File: config.mk
export PLATFORM = sky130hd
export DESIGN_NAME = router
export DESIGN_NICKNAME = d
export VERILOG_FILES = /design/src/hdl/router_pkg.sv /design/src/hdl/router.sv /design/src/hdl/switch_execute.sv /design/src/hdl/route_decode.sv /design/src/hdl/flit_fifo.sv
export SDC_FILE = /design/constraint.sdc
export NUM_CORES = 1
export LEC_CHECK = 0
export ABC_AREA = 1
export BUFFER_PORTS_ARGS = -buffer_cell sky130_fd_sc_hd__buf_4
export CORE_MARGIN = 5
export CORE_UTILIZATION = 55
export DETAILED_ROUTE_END_ITERATION = 8
export GPL_ROUTABILITY_DRIVEN = 0
export PLACE_DENSITY = 0.79
export SYNTH_ARGS = -nofsm -noshare
export SYNTH_HDL_FRONTEND = slang
export SYNTH_HIERARCHICAL = 1
export SYNTH_SLANG_ARGS = --single-unit
File: constraint.sdc
create_clock -name clk_if -period 10 [get_ports clk_if]
set_input_delay 1 -clock clk_if [delete_from_list [all_inputs] [get_ports clk_if]]
set_output_delay 1 -clock clk_if [all_outputs]
set_load 0.02 [all_outputs]
File: src/hdl/router_pkg.sv
package router_pkg;

    // Router geometry
    localparam int num_ports = 5;
    localparam int port_width = $clog2(num_ports);
    localparam int coord_width = 2;
    localparam int payload_width = 16;

    // Queue sizing, shared by the input and output queues
    localparam int fifo_depth = 4;
    localparam int fifo_ptr_width = $clog2(fifo_depth);
    localparam int fifo_count_width = $clog2(fifo_depth + 1);

    // Port indices, also used as output routing decisions
    typedef enum logic [port_width-1:0] {
        port_central = 0,
        port_north   = 1,
        port_south   = 2,
        port_east    = 3,
        port_west    = 4
    } port_e;

    // Switch controller states
    typedef enum logic [1:0] {
        st_poll,
        st_route,
        st_send
    } switch_state_e;

    // One flit: destination coordinates followed by payload
    typedef struct packed {
        logic [coord_width-1:0]   dst_x;
        logic [coord_width-1:0]   dst_y;
        logic [payload_width-1:0] payload;
    } flit_t;

endpackage
File: src/hdl/router.sv
`timescale 1ns/1ps

module router #(
    parameter logic [router_pkg::coord_width-1:0] local_x = '0,
    parameter logic [router_pkg::coord_width-1:0] local_y = '0
) (
    input  logic                               clk_if,
    input  logic                               reset,
    input  logic [router_pkg::num_ports-1:0]   in_valid,
    input  router_pkg::flit_t                  in_flit [router_pkg::num_ports],
    output logic [router_pkg::num_ports-1:0]   in_ready,
    output logic [router_pkg::num_ports-1:0]   out_valid,
    output router_pkg::flit_t                  out_flit [router_pkg::num_ports],
    input  logic [router_pkg::num_ports-1:0]   out_ready
);

    logic [router_pkg::num_ports-1:0] in_full;
    logic [router_pkg::num_ports-1:0] in_empty;
    logic [router_pkg::num_ports-1:0] in_pop;
    router_pkg::flit_t in_head [router_pkg::num_ports];
    logic [router_pkg::num_ports-1:0] out_full;
    logic [router_pkg::num_ports-1:0] out_empty;
    logic [router_pkg::num_ports-1:0] out_push;
    router_pkg::flit_t sw_flit;
    router_pkg::port_e route_port;

    for (genvar p = 0; p < router_pkg::num_ports; p++)
    begin : gen_port
        // Ingress handshake, ready while the input queue has room
        assign in_ready[p] = ~in_full[p];

        // Egress valid follows the queue state, not the pop strobe
        assign out_valid[p] = ~out_empty[p];

        flit_fifo u_in_q (
            .clk_if    (clk_if),
            .reset     (reset),
            .push      (in_valid[p] & ~in_full[p]),
            .push_flit (in_flit[p]),
            .full      (in_full[p]),
            .pop       (in_pop[p]),
            .head_flit (in_head[p]),
            .empty     (in_empty[p])
        );

        flit_fifo u_out_q (
            .clk_if    (clk_if),
            .reset     (reset),
            .push      (out_push[p]),
            .push_flit (sw_flit),
            .full      (out_full[p]),
            .pop       (out_ready[p] & ~out_empty[p]),
            .head_flit (out_flit[p]),
            .empty     (out_empty[p])
        );
    end

    // Decode stage
    route_decode #(
        .local_x (local_x),
        .local_y (local_y)
    ) u_decode (
        .flit     (sw_flit),
        .out_port (route_port)
    );

    // Execute stage
    switch_execute u_switch (
        .clk_if     (clk_if),
        .reset      (reset),
        .in_empty   (in_empty),
        .in_head    (in_head),
        .in_pop     (in_pop),
        .flit       (sw_flit),
        .route_port (route_port),
        .out_full   (out_full),
        .out_push   (out_push)
    );

endmodule

File: src/hdl/switch_execute.sv
`timescale 1ns/1ps

module switch_execute (
    input  logic                               clk_if,
    input  logic                               reset,
    input  logic [router_pkg::num_ports-1:0]   in_empty,
    input  router_pkg::flit_t                  in_head [router_pkg::num_ports],
    output logic [router_pkg::num_ports-1:0]   in_pop,
    output router_pkg::flit_t                  flit,
    input  router_pkg::port_e                  route_port,
    input  logic [router_pkg::num_ports-1:0]   out_full,
    output logic [router_pkg::num_ports-1:0]   out_push
);

    router_pkg::switch_state_e state;
    // First port searched on the next poll
    router_pkg::port_e rr_ptr;
    router_pkg::port_e target;
    router_pkg::port_e grant_port;
    logic grant_valid;

    // Round-robin search over the input queues starting at rr_ptr
    always_comb
    begin : proc_grant
        int unsigned idx;
        grant_valid = 1'b0;
        grant_port = rr_ptr;
        idx = 0;
        for (int i = 0; i < router_pkg::num_ports; i++)
        begin
            idx = int'(rr_ptr) + i;
            if (idx >= router_pkg::num_ports)
            begin
                idx = idx - router_pkg::num_ports;
            end
            if (!grant_valid && !in_empty[idx])
            begin
                grant_valid = 1'b1;
                grant_port = router_pkg::port_e'(idx[router_pkg::port_width-1:0]);
            end
        end
    end

    // Pop the granted queue in the poll cycle, its head is latched on the same edge
    always_comb
    begin
        in_pop = '0;
        if (state == router_pkg::st_poll && grant_valid)
        begin
            in_pop[grant_port] = 1'b1;
        end
    end

    // Only the target queue is written, and only while it has room
    always_comb
    begin
        out_push = '0;
        if (state == router_pkg::st_send && !out_full[target])
        begin
            out_push[target] = 1'b1;
        end
    end

    always_ff @(posedge clk_if)
    begin
        if (state == router_pkg::st_poll && grant_valid)
        begin
            flit <= in_head[grant_port];
        end
    end

    always_ff @(posedge clk_if)
    begin
        if (reset)
        begin
            state <= router_pkg::st_poll;
            rr_ptr <= router_pkg::port_central;
            target <= router_pkg::port_central;
        end
        else
        begin
            case (state)
                router_pkg::st_poll:
                begin
                    if (grant_valid)
                    begin
                        // Next search begins after the port just served
                        if (grant_port == router_pkg::port_e'(router_pkg::num_ports - 1))
                        begin
                            rr_ptr <= router_pkg::port_central;
                        end
                        else
                        begin
                            rr_ptr <= router_pkg::port_e'(grant_port + 1'b1);
                        end
                        state <= router_pkg::st_route;
                    end
                end
                router_pkg::st_route:
                begin
                    target <= route_port;
                    state <= router_pkg::st_send;
                end
                router_pkg::st_send:
                begin
                    // Stall here while the output queue is full
                    if (!out_full[target])
                    begin
                        state <= router_pkg::st_poll;
                    end
                end
                default:
                begin
                    state <= router_pkg::st_poll;
                end
            endcase
        end
    end

endmodule

File: src/hdl/route_decode.sv
`timescale 1ns/1ps

module route_decode #(
    parameter logic [router_pkg::coord_width-1:0] local_x = '0,
    parameter logic [router_pkg::coord_width-1:0] local_y = '0
) (
    input  router_pkg::flit_t flit,
    output router_pkg::port_e out_port
);

    // Dimension-ordered routing, Y first then X
    always_comb
    begin
        if (flit.dst_y > local_y)
        begin
            // Larger row index lies to the south
            out_port = router_pkg::port_south;
        end
        else if (flit.dst_y < local_y)
        begin
            out_port = router_pkg::port_north;
        end
        else if (flit.dst_x > local_x)
        begin
            out_port = router_pkg::port_east;
        end
        else if (flit.dst_x < local_x)
        begin
            out_port = router_pkg::port_west;
        end
        else
        begin
            // Arrived, deliver locally
            out_port = router_pkg::port_central;
        end
    end

endmodule

File: src/hdl/flit_fifo.sv
`timescale 1ns/1ps

module flit_fifo (
    input  logic              clk_if,
    input  logic              reset,
    input  logic              push,
    input  router_pkg::flit_t push_flit,
    output logic              full,
    input  logic              pop,
    output router_pkg::flit_t head_flit,
    output logic              empty
);

    router_pkg::flit_t mem [router_pkg::fifo_depth];
    logic [router_pkg::fifo_ptr_width-1:0] wr_ptr;
    logic [router_pkg::fifo_ptr_width-1:0] rd_ptr;
    logic [router_pkg::fifo_count_width-1:0] count;
    logic do_push;
    logic do_pop;

    // Pointer increment with wrap at the last entry
    function automatic logic [router_pkg::fifo_ptr_width-1:0] next_ptr(
        input logic [router_pkg::fifo_ptr_width-1:0] ptr
    );
        if (ptr == router_pkg::fifo_ptr_width'(router_pkg::fifo_depth - 1))
        begin
            return '0;
        end
        return ptr + 1'b1;
    endfunction

    assign full = (count == router_pkg::fifo_count_width'(router_pkg::fifo_depth));
    assign empty = (count == '0);

    // Requests that hit a full or empty queue are dropped here
    assign do_push = push & ~full;
    assign do_pop = pop & ~empty;

    // Show-ahead read port
    assign head_flit = mem[rd_ptr];

    always_ff @(posedge clk_if)
    begin
        if (do_push)
        begin
            mem[wr_ptr] <= push_flit;
        end
    end

    always_ff @(posedge clk_if)
    begin
        if (reset)
        begin
            wr_ptr <= '0;
            rd_ptr <= '0;
            count <= '0;
        end
        else
        begin
            if (do_push)
            begin
                wr_ptr <= next_ptr(wr_ptr);
            end
            if (do_pop)
            begin
                rd_ptr <= next_ptr(rd_ptr);
            end
            // Push and pop together leave the occupancy as it is
            case ({do_push, do_pop})
                2'b10: count <= count + 1'b1;
                2'b01: count <= count - 1'b1;
                default: count <= count;
            endcase
        end
    end

endmodule

==> PnR_summary.wiki <==
{| class="wikitable"
! Metric !! Value
|-
| Cell at the root of the clock tree || sky130_fd_sc_hd__clkbuf_16
|-
| Detailed-route via count || 25350
|-
| Resized cells post-CTS || 0
|-
| Share of cells above drive strength 1 || 14.37%
|-
| Final Core Density || 63.62%
|-
| Post-route cell area || 0.04371 mm2
|-
| Count of routing violations after the opening detailed-route iteration || 2660
|-
| Gr ovfl total || 0
|-
| Die area || 0.07465 mm2
|-
| Minimum setup slack among reg-to-reg paths || 4320 ps
|-
| Worst slew pin tran || 1190 ps
|-
| Highest fanout seen on the critical path || 43
|-
| Area of placed instances || 0.04057 mm2
|-
| Final Hold Viols || 0
|-
| Worst setup skew after layout || 61.45 ps
|-
| Static power due to leakage || 16.51 nW
|-
| Endpoint type of the worst setup path || flip-flop
|-
| Worst min-delay path startpoint || gen_port[4].u_in_q/rd_ptr[1]
|-
| Total half-perimeter wirelength after legalization and detailed placement || 55270 um
|-
| Layout Cells excl Fill || 4492
|-
| CTS H-Tree Depth || 3
|-
| CP delay by family, top || simple AND/OR/NAND/NOR gates
|-
| Number of buffer cells added on primary ports || 221
|-
| Worst setup slack before clock tree synthesis || 4467 ps
|-
| Num CTS Buffers || 89
|-
| Slowest stage cell, crit path || sky130_fd_sc_hd__dfxtp_1
|-
| Mapped Area || 0.03811 mm2
|-
| Largest vdd supply drop || 0.3159 mV
|-
| Area overhead of the layout relative to synthesis || 14.70%
|-
| Post-Syn Area per Cell || 11.65 um2
|-
| Insertion delay to the later sink of the worst-skew pair || 660 ps
|-
| Number of placed instances, taps included || 4323
|-
| Final WL || 88940 um
|-
| Data required time at the worst endpoint || 10560 ps
|-
| Number of antenna violations at the first check in global routing || 3
|-
| Y dimension of the die || 273.2 um
|-
| Wire length of the first global-routing pass || 134500 um
|-
| Count of warnings emitted by yosys || 6
|-
| Worst R2R Path Depth || 30
|-
| Core Footprint || 0.06871 mm2
|-
| Average wire per standard cell || 19.80 um
|-
| Hold/Removal Path Class || flip-flop to flip-flop
|-
| Number of cells traversed by the worst hold path || 2
|-
| Total routing resource utilization after global routing || 23.02%
|-
| Endpoint of the most critical register-to-register path || gen_port[4].u_in_q/count[2]
|-
| Pin count of the biggest net entering global routing || 44
|-
| Period utilization || 56.76%
|-
| Core Rows || 96
|-
| Minimum period implied by the final worst setup slack || 5676 ps
|-
| Post-Syn Nets || 3467
|-
| Final setup violation count || 0
|-
| Residual DRC || 0
|-
| RSZ-0062 raised after global routing || no
|-
| Cells after synthesis || 3272
|-
| Max Root-Sink Buffers || 3
|-
| Sequential share of the synthesized area || 69.77%
|-
| Status || complete, no violations
|-
| Max-slew violation count || 0
|-
| Flop and latch count out of synthesis || 918
|-
| Crit path largest cell delay || 780 ps
|-
| Setup bufs post-CTS || 0
|-
| FF-to-FF Start || u_switch/rr_ptr[0]
|-
| First drt pass iteration count || 6
|-
| Critical Path Source Type || flip-flop
|-
| Class of the most critical setup path || flip-flop to flip-flop
|-
| Clock input transition at the sequential cells of the worst setup and hold paths || 60 ps
|-
| Floorplan die width || 273.2 um
|-
| Worst slew margin relative to its limit || 20.61%
|-
| Vias per inst || 5.643
|-
| Distinct cell type count after synthesis || 39
|-
| CTS sink count || 918
|-
| Number of buffer and inverter instances along the worst setup path || 7
|-
| Boundary pin count || 222
|-
| TritonCTS clock tree || done
|-
| Number of nets in the layout || 3678
|-
| Accumulated negative setup slack || 0 ps
|-
| Achievable Freq || 176.2 MHz
|-
| Post-route ant nets || 0
|-
| Starting density of the core || 55.46%
|-
| Hold-fix buffer count after cts || 0
|-
| Worst-case setup margin in the final layout || 4324 ps
|-
| Power density normalized to cell area || 313.2 mW/mm2
|-
| Vias in the first global route || 24110
|-
| Number of violations of the max-capacitance limit || 0
|-
| Arr. time, crit path || 6240 ps
|}
-- layout make-up --
class	count	area, um2
flip-flops and latches	918	26590
fillers	4970	25000
multi-input cells	1943	9834
clock buffers	118	2486
repair buffers	263	1974
well taps	931	1165
inverters	268	1006
clock inverters	47	646.9
diodes	4	10.01
-- tightest hold or removal path: cells and delay by family (launching register included) --
kind | cells | cell delay [ps]
flip-flops | 1 | 320
AO/OA/AOI/OAI | 1 | 110
AND/OR/NAND/NOR | 1 | 70
-- synth_stat cells --
master                     count  area, um2
sky130_fd_sc_hd__conb_1        1      3.750
sky130_fd_sc_hd__edfxtp_1    820      24620
sky130_fd_sc_hd__dfxtp_1      98       1962
sky130_fd_sc_hd__nand3_1     102      510.5
sky130_fd_sc_hd__clkinv_1      2      7.510
sky130_fd_sc_hd__fa_1         10      200.2
sky130_fd_sc_hd__nand2_2      34      212.7
sky130_fd_sc_hd__a21oi_4       1      16.27
sky130_fd_sc_hd__nand4_1      21      131.4
sky130_fd_sc_hd__o31ai_1       3      22.52
sky130_fd_sc_hd__o21ai_2       1      8.760
sky130_fd_sc_hd__nand2_1     405       1520
sky130_fd_sc_hd__or2_1         1      6.260
sky130_fd_sc_hd__inv_1       248      930.9
sky130_fd_sc_hd__buf_4         4      30.03
sky130_fd_sc_hd__nand2_4       4      45.04
sky130_fd_sc_hd__nor3_1        1      5.000
sky130_fd_sc_hd__nor2_8        1      20.02
sky130_fd_sc_hd__clkbuf_1     40      150.1
sky130_fd_sc_hd__nor4_1        5      31.28
sky130_fd_sc_hd__nand3b_1     21      157.7
sky130_fd_sc_hd__nor2_1      544       2042
sky130_fd_sc_hd__ha_1         73      913.4
sky130_fd_sc_hd__a21oi_1      46      230.2
sky130_fd_sc_hd__o21ai_1     402       2012
sky130_fd_sc_hd__nand4_4       1      21.27
sky130_fd_sc_hd__xor2_1        2      17.52
sky130_fd_sc_hd__nand3_4       3      52.55
sky130_fd_sc_hd__inv_2        18      67.56
sky130_fd_sc_hd__nor2_2       21      131.4
sky130_fd_sc_hd__nand3_2       3      30.03
sky130_fd_sc_hd__o22ai_1     200       1251
sky130_fd_sc_hd__nor3_2        1      10.01
sky130_fd_sc_hd__a21boi_2      2      22.52
sky130_fd_sc_hd__buf_2        94      470.5
sky130_fd_sc_hd__o21ai_0      30      150.1
sky130_fd_sc_hd__buf_6         5      56.30
sky130_fd_sc_hd__o211ai_1      3      22.52
sky130_fd_sc_hd__a21oi_2       1      8.760
-- cells by family (layout without fill, tap and decap cells) --
| kind of cell | count (synthesis) | count (layout) | share of synthesized area, % |
|---|---|---|---|
| other | 1 | 5 | 0.009841 |
| AND/OR/NAND/NOR | 1168 | 1168 | 12.93 |
| buffers and inverters | 411 | 696 | 4.495 |
| adder cells (fa/ha/maj) | 83 | 83 | 2.922 |
| XOR/XNOR | 2 | 2 | 0.04598 |
| AO/OA/AOI/OAI | 689 | 689 | 9.828 |
| flip-flops | 918 | 918 | 69.77 |
-- power breakdown --
part / total (mW) / switching (mW) / internal [mW]
registers: 5.45 / 0.473 / 4.97
clock network: 3.49 / 1.44 / 2.06
logic: 4.75 / 3.47 / 1.28
total: 13.7 / 5.38 / 8.31
-- worst max path at each step --
stage / start / depth (start not counted) / end
after floorplan: u_switch/rr_ptr[0] / 31 / gen_port[1].u_in_q/count[2]
after global routing: u_switch/rr_ptr[0] / 32 / gen_port[4].u_in_q/count[2]
after global placement: u_switch/rr_ptr[0] / 30 / gen_port[4].u_in_q/count[2]
after CTS: u_switch/rr_ptr[0] / 30 / gen_port[4].u_in_q/count[2]
after detailed placement: u_switch/rr_ptr[0] / 30 / gen_port[4].u_in_q/count[2]
final: u_switch/rr_ptr[0] / 30 / gen_port[4].u_in_q/count[2]
-- through the flow --
step,hold slack (ps),power (mW)
after floorplan,476.6,8.738
after global placement,492.7,9.986
after detailed placement,514.2,10.10
after CTS,515.0,13.60
after global routing,530.1,14.41
final,523.9,13.69
-- sequential cells by signal, indices dropped and copies added, names as in the netlist, 10 cells and up, named ones only --
register / cells
gen_port.u_in_q/count: 15
gen_port.u_out_q/mem: 400
gen_port.u_in_q/rd_ptr: 10
gen_port.u_in_q/wr_ptr: 10
u_switch/flit: 20
gen_port.u_in_q/mem: 400
gen_port.u_out_q/rd_ptr: 10
gen_port.u_out_q/count: 15
gen_port.u_out_q/wr_ptr: 10
-- placed cells by master, fill, tap and decap left out, types with 2 or more instances in the layout --
| cell | synthesis | layout |
|---|---|---|
| sky130_fd_sc_hd__a21boi_2 | 2 | 2 |
| sky130_fd_sc_hd__dfxtp_1 | 98 | 98 |
| sky130_fd_sc_hd__clkinv_2 | 0 | 18 |
| sky130_fd_sc_hd__clkinv_16 | 0 | 4 |
| sky130_fd_sc_hd__diode_2 | 0 | 4 |
| sky130_fd_sc_hd__clkbuf_16 | 0 | 89 |
| sky130_fd_sc_hd__a21oi_1 | 46 | 46 |
| sky130_fd_sc_hd__fa_1 | 10 | 10 |
| sky130_fd_sc_hd__nand3b_1 | 21 | 21 |
| sky130_fd_sc_hd__ha_1 | 73 | 73 |
| sky130_fd_sc_hd__edfxtp_1 | 820 | 820 |
| sky130_fd_sc_hd__bufinv_16 | 0 | 11 |
| sky130_fd_sc_hd__o211ai_1 | 3 | 3 |
| sky130_fd_sc_hd__nor4_1 | 5 | 5 |
| sky130_fd_sc_hd__buf_4 | 4 | 263 |
| sky130_fd_sc_hd__nand3_1 | 102 | 102 |
| sky130_fd_sc_hd__nand2_4 | 4 | 4 |
| sky130_fd_sc_hd__inv_6 | 0 | 3 |
| sky130_fd_sc_hd__clkinv_1 | 2 | 7 |
| sky130_fd_sc_hd__inv_1 | 248 | 248 |
| sky130_fd_sc_hd__inv_2 | 18 | 18 |
| sky130_fd_sc_hd__clkinv_4 | 0 | 3 |
| sky130_fd_sc_hd__clkbuf_1 | 40 | 14 |
| sky130_fd_sc_hd__clkinvlp_4 | 0 | 2 |
| sky130_fd_sc_hd__o31ai_1 | 3 | 3 |
| sky130_fd_sc_hd__nor2_1 | 544 | 533 |
| sky130_fd_sc_hd__xor2_1 | 2 | 2 |
| sky130_fd_sc_hd__nand2_1 | 405 | 405 |
| sky130_fd_sc_hd__nand2_2 | 34 | 34 |
| sky130_fd_sc_hd__nand3_2 | 3 | 3 |
| sky130_fd_sc_hd__o21ai_0 | 30 | 30 |
| sky130_fd_sc_hd__o22ai_1 | 200 | 200 |
| sky130_fd_sc_hd__o21ai_1 | 402 | 402 |
| sky130_fd_sc_hd__nor2_2 | 21 | 32 |
| sky130_fd_sc_hd__clkbuf_8 | 0 | 15 |
| sky130_fd_sc_hd__nand4_1 | 21 | 21 |
| sky130_fd_sc_hd__nand3_4 | 3 | 3 |
-- layer usage --
| layer | global-route usage [%] | up-vias | wire length (um) | part of all wire (%) |
|---|---|---|---|---|
| li1 | - | 11930 | - | - |
| met1 | 30.50 | 12120 | 34280 | 39 |
| met2 | 38.97 | 1112 | 44110 | 50 |
| met3 | 3.848 | 182 | 7650 | 8.6 |
| met4 | 8.045 | 0 | 2900 | 3.3 |
| met5 | 0 | - | 0 | 0 |
Note: power is estimated with default switching activity, not from simulation.
